[src/rvPkg.sv]
// shared encodings for the rv32i subset core covering lw sw add sub and or slt addi andi ori slti beq jal only
package rvPkg;

    localparam int xlen = 32; // data and address width

    // major opcodes taken from instr bits 6 to 0
    typedef enum logic [6:0]
    {
        opLoad   = 7'b0000011, // lw
        opStore  = 7'b0100011, // sw
        opRtype  = 7'b0110011, // add sub and or slt
        opItype  = 7'b0010011, // addi andi ori slti
        opBranch = 7'b1100011, // beq
        opJal    = 7'b1101111  // jal
    } opcodeT;

    // coarse alu class handed from main decoder to alu decoder
    typedef enum logic [1:0]
    {
        classAdd   = 2'b00, // address calc and jal
        classSub   = 2'b01, // beq compare
        classFunct = 2'b10  // look at funct3 and funct7
    } aluClassT;

    // alu operation select
    typedef enum logic [2:0]
    {
        aluAdd = 3'b000,
        aluSub = 3'b001,
        aluAnd = 3'b010,
        aluOr  = 3'b011,
        aluSlt = 3'b101  // signed less than
    } aluOpT;

    // immediate format select
    typedef enum logic [1:0]
    {
        immI = 2'b00, // loads and alu immediates
        immS = 2'b01, // stores
        immB = 2'b10, // branches
        immJ = 2'b11  // jal
    } immSrcT;

    // writeback source select
    typedef enum logic [1:0]
    {
        resAlu     = 2'b00,
        resMem     = 2'b01,
        resPcPlus4 = 2'b10  // link value for jal
    } resultSrcT;

    // control word from main decoder to data path
    typedef struct packed
    {
        logic      regWrite;  // write rd at clock edge
        immSrcT    immSrc;    // immediate format
        logic      aluSrc;    // 1 selects immediate as alu operand b
        logic      memWrite;  // store at clock edge
        resultSrcT resultSrc; // writeback mux
        logic      branch;    // beq
        logic      jump;      // jal
    } ctrlT;

endpackage
[src/riscvCore.sv]
// single-cycle rv32i subset core that expects instruction and data memories with same-cycle reads
`timescale 1ns/1ps

module riscvCore
#(
    parameter logic [rvPkg::xlen-1:0] resetVector = '0 // pc while in reset
)
(
    input  logic                   clk,
    input  logic                   rstN,      // sync active low
    input  logic [rvPkg::xlen-1:0] instr,     // from instruction memory at pc
    input  logic [rvPkg::xlen-1:0] readData,  // from data memory at dataAdr
    output logic [rvPkg::xlen-1:0] pc,
    output logic                   memWrite,  // store at rising edge
    output logic [rvPkg::xlen-1:0] dataAdr,
    output logic [rvPkg::xlen-1:0] writeData
);

    rvPkg::ctrlT     ctrl;     // control word
    rvPkg::aluClassT aluClass; // main to alu decoder
    rvPkg::aluOpT    aluOp;    // alu decoder to alu

    mainDecoder mainDecoder0
    (
        .op       (rvPkg::opcodeT'(instr[6:0])),
        .ctrl     (ctrl),
        .aluClass (aluClass)
    );

    aluDecoder aluDecoder0
    (
        .aluClass (aluClass),
        .funct3   (instr[14:12]),
        .opb5     (instr[5]),
        .funct7b5 (instr[30]),
        .aluOp    (aluOp)
    );

    dataPath
    #(
        .resetVector (resetVector)
    )
    dataPath0
    (
        .clk       (clk),
        .rstN      (rstN),
        .instr     (instr),
        .ctrl      (ctrl),
        .aluOp     (aluOp),
        .readData  (readData),
        .pc        (pc),
        .memWrite  (memWrite),
        .dataAdr   (dataAdr),
        .writeData (writeData)
    );

endmodule

[src/dataPath.sv]
// single-cycle data path with combinational memories at the ports and pc loaded with resetVector in reset
`timescale 1ns/1ps

module dataPath
#(
    parameter logic [rvPkg::xlen-1:0] resetVector = '0 // first fetch address
)
(
    input  logic                   clk,
    input  logic                   rstN,      // sync active low
    input  logic [rvPkg::xlen-1:0] instr,     // current instruction
    input  rvPkg::ctrlT            ctrl,      // from main decoder
    input  rvPkg::aluOpT           aluOp,     // from alu decoder
    input  logic [rvPkg::xlen-1:0] readData,  // data memory read
    output logic [rvPkg::xlen-1:0] pc,        // instruction address
    output logic                   memWrite,  // store strobe
    output logic [rvPkg::xlen-1:0] dataAdr,   // data memory address
    output logic [rvPkg::xlen-1:0] writeData  // store data
);

    logic [rvPkg::xlen-1:0] pcNext;    // pc for next cycle
    logic [rvPkg::xlen-1:0] pcPlus4;   // sequential pc and jal link
    logic [rvPkg::xlen-1:0] pcTarget;  // branch or jump target
    logic                   pcSrc;     // 1 takes pcTarget
    logic [rvPkg::xlen-1:0] immExt;    // sign extended immediate
    logic [rvPkg::xlen-1:0] srcA;
    logic [rvPkg::xlen-1:0] srcB;
    logic [rvPkg::xlen-1:0] rd2;       // rs2 value
    logic [rvPkg::xlen-1:0] aluResult;
    logic                   aluZero;
    logic [rvPkg::xlen-1:0] result;    // writeback value

    // pc register
    always_ff @(posedge clk)
    begin
        if (!rstN)
        begin
            pc <= resetVector; // hold while in reset
        end
        else
        begin
            pc <= pcNext;
        end
    end

    assign pcPlus4  = pc + 32'd4;
    assign pcTarget = pc + immExt; // immSrc already picks B or J format
    assign pcSrc    = (ctrl.branch & aluZero) | ctrl.jump;
    assign pcNext   = pcSrc ? pcTarget : pcPlus4;

    // immediate extension for the four formats used
    always_comb
    begin
        case (ctrl.immSrc)
            rvPkg::immI:
                immExt = {{(rvPkg::xlen-12){instr[31]}}, instr[31:20]};
            rvPkg::immS:
                immExt = {{(rvPkg::xlen-12){instr[31]}}, instr[31:25], instr[11:7]};
            rvPkg::immB:
                immExt = {{(rvPkg::xlen-12){instr[31]}}, instr[7], instr[30:25],
                          instr[11:8], 1'b0};          // halfword aligned
            rvPkg::immJ:
                immExt = {{(rvPkg::xlen-20){instr[31]}}, instr[19:12], instr[20],
                          instr[30:21], 1'b0};
        endcase
    end

    regFile regFile0
    (
        .clk  (clk),
        .rstN (rstN),
        .we   (ctrl.regWrite),
        .ra1  (instr[19:15]), // rs1
        .ra2  (instr[24:20]), // rs2
        .wa   (instr[11:7]),  // rd
        .wd   (result),
        .rd1  (srcA),
        .rd2  (rd2)
    );

    assign srcB = ctrl.aluSrc ? immExt : rd2; // operand b mux

    alu alu0
    (
        .a    (srcA),
        .b    (srcB),
        .op   (aluOp),
        .y    (aluResult),
        .zero (aluZero)
    );

    // writeback select
    always_comb
    begin
        case (ctrl.resultSrc)
            rvPkg::resMem:
                result = readData;   // lw
            rvPkg::resPcPlus4:
                result = pcPlus4;    // jal link
            default:
                result = aluResult;  // alu ops and unused code
        endcase
    end

    // memory side
    assign dataAdr   = aluResult;
    assign writeData = rd2;
    assign memWrite  = ctrl.memWrite & rstN; // no stores during reset

endmodule

[src/aluDecoder.sv]
// alu operation decode where funct3 codes outside the subset fall back to add and have no meaning
`timescale 1ns/1ps

module aluDecoder
(
    input  rvPkg::aluClassT aluClass, // from main decoder
    input  logic [2:0]      funct3,   // instr bits 14 to 12
    input  logic            opb5,     // opcode bit 5 set for R-type
    input  logic            funct7b5, // funct7 bit 5 set for sub
    output rvPkg::aluOpT    aluOp     // to the alu
);

    logic rtypeSub; // sub needs both bits since addi reuses bit 30 as immediate

    assign rtypeSub = funct7b5 & opb5;

    always_comb
    begin
        case (aluClass)
            rvPkg::classAdd:
                aluOp = rvPkg::aluAdd; // lw sw jal
            rvPkg::classSub:
                aluOp = rvPkg::aluSub; // beq
            rvPkg::classFunct:
            begin
                case (funct3)
                    3'b000:
                    begin
                        if (rtypeSub)
                            aluOp = rvPkg::aluSub; // sub
                        else
                            aluOp = rvPkg::aluAdd; // add addi
                    end
                    3'b010:
                        aluOp = rvPkg::aluSlt; // slt slti
                    3'b110:
                        aluOp = rvPkg::aluOr;  // or ori
                    3'b111:
                        aluOp = rvPkg::aluAnd; // and andi
                    default:
                        aluOp = rvPkg::aluAdd; // unsupported funct3
                endcase
            end
            default:
                aluOp = rvPkg::aluAdd; // unused class code
        endcase
    end

endmodule

[src/mainDecoder.sv]
// purely combinational opcode decode where unknown opcodes become a no-op that only advances pc
`timescale 1ns/1ps

module mainDecoder
(
    input  rvPkg::opcodeT   op,       // instr bits 6 to 0
    output rvPkg::ctrlT     ctrl,     // control word for the data path
    output rvPkg::aluClassT aluClass  // class for the alu decoder
);

    always_comb
    begin
        // defaults give a harmless word
        ctrl           = '0;
        ctrl.immSrc    = rvPkg::immI;
        ctrl.resultSrc = rvPkg::resAlu;
        aluClass       = rvPkg::classAdd;

        case (op)
            rvPkg::opLoad:
            begin
                ctrl.regWrite  = 1'b1;
                ctrl.aluSrc    = 1'b1;          // base plus offset
                ctrl.resultSrc = rvPkg::resMem; // load data to rd
            end
            rvPkg::opStore:
            begin
                ctrl.immSrc   = rvPkg::immS;    // split offset
                ctrl.aluSrc   = 1'b1;
                ctrl.memWrite = 1'b1;
            end
            rvPkg::opRtype:
            begin
                ctrl.regWrite = 1'b1;           // rs1 op rs2
                aluClass      = rvPkg::classFunct;
            end
            rvPkg::opItype:
            begin
                ctrl.regWrite = 1'b1;
                ctrl.aluSrc   = 1'b1;           // rs1 op imm
                aluClass      = rvPkg::classFunct;
            end
            rvPkg::opBranch:
            begin
                ctrl.immSrc = rvPkg::immB;
                ctrl.branch = 1'b1;
                aluClass    = rvPkg::classSub;  // zero flag means equal
            end
            rvPkg::opJal:
            begin
                ctrl.regWrite  = 1'b1;
                ctrl.immSrc    = rvPkg::immJ;
                ctrl.resultSrc = rvPkg::resPcPlus4; // link
                ctrl.jump      = 1'b1;
            end
            default: ; // illegal opcode keeps the harmless defaults so pc moves on
        endcase
    end

endmodule

[src/regFile.sv]
// 32 by xlen register file with combinational reads where x0 reads zero and writes wait for rstN high
`timescale 1ns/1ps

module regFile
(
    input  logic                   clk,
    input  logic                   rstN, // writes blocked while low
    input  logic                   we,   // write enable
    input  logic [4:0]             ra1,  // rs1
    input  logic [4:0]             ra2,  // rs2
    input  logic [4:0]             wa,   // rd
    input  logic [rvPkg::xlen-1:0] wd,   // write data
    output logic [rvPkg::xlen-1:0] rd1,
    output logic [rvPkg::xlen-1:0] rd2
);

    logic [rvPkg::xlen-1:0] regs [32]; // storage with entry 0 never written

    // single write port on the rising edge
    always_ff @(posedge clk)
    begin
        if (rstN && we && (wa != 5'd0))
        begin
            regs[wa] <= wd;
        end
    end

    // x0 hardwired to zero on both read ports
    always_comb
    begin
        rd1 = (ra1 == 5'd0) ? '0 : regs[ra1];
        rd2 = (ra2 == 5'd0) ? '0 : regs[ra2];
    end

endmodule

[src/alu.sv]
// xlen wide alu for add sub and or slt where slt is signed and unused op codes give zero
`timescale 1ns/1ps

module alu
(
    input  logic [rvPkg::xlen-1:0] a,    // rs1
    input  logic [rvPkg::xlen-1:0] b,    // rs2 or immediate
    input  rvPkg::aluOpT           op,
    output logic [rvPkg::xlen-1:0] y,
    output logic                   zero  // y is all zeros
);

    logic lessThan; // signed compare result

    assign lessThan = $signed(a) < $signed(b);

    always_comb
    begin
        case (op)
            rvPkg::aluAdd:
                y = a + b;
            rvPkg::aluSub:
                y = a - b;                   // also beq compare
            rvPkg::aluAnd:
                y = a & b;
            rvPkg::aluOr:
                y = a | b;
            rvPkg::aluSlt:
                y = {{(rvPkg::xlen-1){1'b0}}, lessThan};
            default:
                y = '0;                      // codes outside the subset
        endcase
    end

    assign zero = (y == '0); // beq takes this

endmodule

[config.mk]
export PLATFORM = sky130hd
export DESIGN_NAME = riscvCore
export DESIGN_NICKNAME = d
export VERILOG_FILES = /design/src/rvPkg.sv /design/src/riscvCore.sv /design/src/dataPath.sv /design/src/aluDecoder.sv /design/src/mainDecoder.sv /design/src/regFile.sv /design/src/alu.sv
export SDC_FILE = /design/constraint.sdc
export NUM_CORES = 2
export LEC_CHECK = 0
export BUFFER_PORTS_ARGS = -buffer_cell sky130_fd_sc_hd__buf_2
export CAP_MARGIN = 20
export CORE_UTILIZATION = 35
export CTS_BUF_LIST = sky130_fd_sc_hd__clkbuf_2
export CTS_CLUSTER_SIZE = 30
export DETAILED_ROUTE_END_ITERATION = 8
export PLACE_DENSITY_LB_ADDON = 0.15
export RECOVER_POWER = 100
export SYNTH_ARGS = -nofsm -noshare
export SYNTH_HDL_FRONTEND = slang
export SYNTH_SLANG_ARGS = --single-unit
[constraint.sdc]
create_clock -name clk -period 7.45 [get_ports clk]
set_input_delay 0.745 -clock clk [delete_from_list [all_inputs] [get_ports clk]]
set_output_delay 0.745 -clock clk [all_outputs]
set_load 0.005 [all_outputs]
==> run summary <==
Worst path slowest cell - mux4_2
top_reg_cell synth - edfxtp_1
Fin. Hold Viols - 0
most common cell after layout, fill and taps aside - edfxtp_1
unrepaired setup endpoints after global routing - yes
total vias in the final route - 40,100
Seq/Total Area, Yosys - 55.0%
post-synthesis cell count - 3,882
crit path capture type - primary output
Layout fillers - 15,100
Area Growth Syn to Fin - 16.7%
Final WS setup - 203 ps
Mean Syn Cell Area - 14.7 um2
final worst path period share - 97.3%
Slew Limit Fails - 803
CP Buf/Inv Count - 5
placer congestion estimate - 0.917
pin count of the biggest net entering global routing - 65
layout cell share with drive strength beyond 1 - 33.1%
clock buffer count from CTS - 298
Initial Util - 35.4%
die area - 165,000 um2
vias in the first global route - 40,100
CP Data Arrival Time - 6500 ps
Netlist cell types - 88
Worst Tran Pin Value - 4080 ps
die extent in x - 406 um
core area - 161,000 um2
num rows - 147
PwrDens - 234 nW/um2
max incr delay on CP - 520 ps
Root Driver - clkbuf_2
peak supply drop - 0.364 mV
async set or reset register ratio after synthesis - 0%
CTS Sinks - 1,056
# DRC - 0
setup violators final - 0
Leakage - 23.9 nW
Max Clock Skew - 197 ps
Critical Path Start Type - flop
total power - 15.6 mW
1st-pass router iterations - 5
routed vias/inst - 5.84
Nets - 4,732
max cap viols - 40
most frequent cells in the layout - 1,024 x edfxtp_1, 463 x mux4_2, 431 x clkbuf_2
WL per Instance - 30.6 um
IO Port Bufs - 162
Min Hold Slack - 250 ps
total negative slack - 0 ps
outcome - complete, but fails checks
CP cell instances - mux4_2 -> mux4_2 -> and2_0 -> o21ai_1 -> buf_4 -> o21ai_0 -> buf_4 -> ha_1 -> nor2b_1 -> or4_4 -> o211ai_1 -> a21oi_1 -> buf_4 -> buf_4 -> o31ai_2 -> nor3_1 -> mux2_2 -> a311o_1 -> buf_2
hpwl dp - 136,000 um
worst setup path class - flop to primary output
Clock Latency Late Sink - 1740 ps
Top delay family on crit path - compound AO/OA/AOI/OAI gates
Critical Path RT - 6700 ps
relative slew slack - -172%
Max FO, Critical Path - 4
first-pass GRT wire length - 294,000 um
Initial DRC Count - 4,152
Routed Antenna Nets - 0
Min-Delay Path Class - input pin to flop
FMAX - 0.138 GHz
violated checks - max-capacitance violations, max-slew violations
Ys Warns - 0
Ports - 163
CTS tree - yes
synthesis-stage register bit count - 1,056
H-tree depth - 5
Post-synth EDFFs - 1,024
Congestion Overflow GR - 0
final WL - 210,000 um
Tot GR Track Use - 25.3%
initial antenna violation count - 12
Reg clk slew, reported paths - 90 ps
min Tclk post-route - 7250 ps
clock buffer depth - 4
synthesized area - 57,100 um2
Die Y - 406 um
Placement Setup Slack - -24.0 ps
most used cell, CP - buf_4
## report_power, final
group	leakage, nW	internal [mW]	switching [mW]
registers	9.49	7.38	0.0297
logic	12.5	1.54	2.63
clock network	1.89	1.54	2.46
## cells by family after synthesis
logic type,Yosys count,synth area share (%)
AO/OA/AOI/OAI,730,8.53
XOR/XNOR,70,1.07
adder cells (fa/ha/maj),138,3.06
buffers and inverters,416,2.86
flip-flops,1056,55.0
multiplexers,755,23.5
other,1,0.00657
AND/OR/NAND/NOR,716,6.04
## final timing paths
kind                            startpoint         endpoint  slack, ps  cells after the start
max reg2reg  dataPath0.regFile0.regs[0][2]  dataPath0.pc[9]        940                     24
max          dataPath0.regFile0.regs[1][4]      dataAdr[24]        200                     19
min reg2reg                dataPath0.pc[0]  dataPath0.pc[0]        550                      2
min                               instr[6]  dataPath0.pc[0]        250                      7
## synth_stat cells (43+ instances only)
cell type	n	area share, %
mux4_2	463	18
nor2_1	203	1.3
buf_1	58	0.38
a21oi_1	143	1.3
nand3_1	43	0.38
clkbuf_1	189	1.2
inv_1	138	0.91
nand2_1	187	1.2
o21ai_0	180	1.6
nor3_1	96	0.84
o221ai_1	58	0.89
edfxtp_1	1024	54
o22ai_1	52	0.57
mux2_2	44	0.87
mux2i_1	248	4.3
xnor2_1	52	0.80
ha_1	135	3.0
## area by class of cell
cell class	count	area [um2]	share of cell area [%]
Antenna cell	10	25.0	0.0376
Clock buffer	427	2140	3.21
Clock inverter	50	229	0.344
Inverter	139	523	0.785
Multi-Input combinational cell	2441	24900	37.3
Sequential cell	1056	31400	47.1
Tap cell	2160	2700	4.06
Timing Repair Buffer	592	4750	7.13
## worst min-delay path, delay by kind of cell
family	cells	cell delay [ps]
AO/OA/AOI/OAI	1	310
AND/OR/NAND/NOR	3	310
adder cells (fa/ha/maj)	1	300
multiplexers	1	50
buffers and inverters	1	140
## sequential cells by signal (all words and copies together) (netlist names)
| signal | cells |
|---|---|
| dataPath0.regFile0.regs | 1024 |
| dataPath0.pc | 32 |
## metrics by stage
step | cells | utilization [%] | instance area, um2
5_1_grt | 6874 | 41.3 | 66600
6_report | 6875 | 41.3 | 66600
3_3_place_gp | 6295 | 39.2 | 63200
2_1_floorplan | 3913 | - | 57200
3_5_place_dp | 6297 | 39.2 | 63300
4_1_cts | 6856 | 41.3 | 66700
## routing by layer
layer  GRT usage (%)  share of wire, %
met1            34.7                43
met3            5.06               7.5
met4            7.96               2.8
met5               0             0.012
met2            40.4                47
## timing repair
action                     in CTS  in global routing
pin swaps                      16                 24
setup endpoints to repair      17                 16
hold buffers                   75                  0
hold endpoints to repair     1359                  0
resized for setup              68                 50
cloned                          0                  0
setup buffers                   7                  9
No activity file was read; power rests on OpenSTA's default activity.
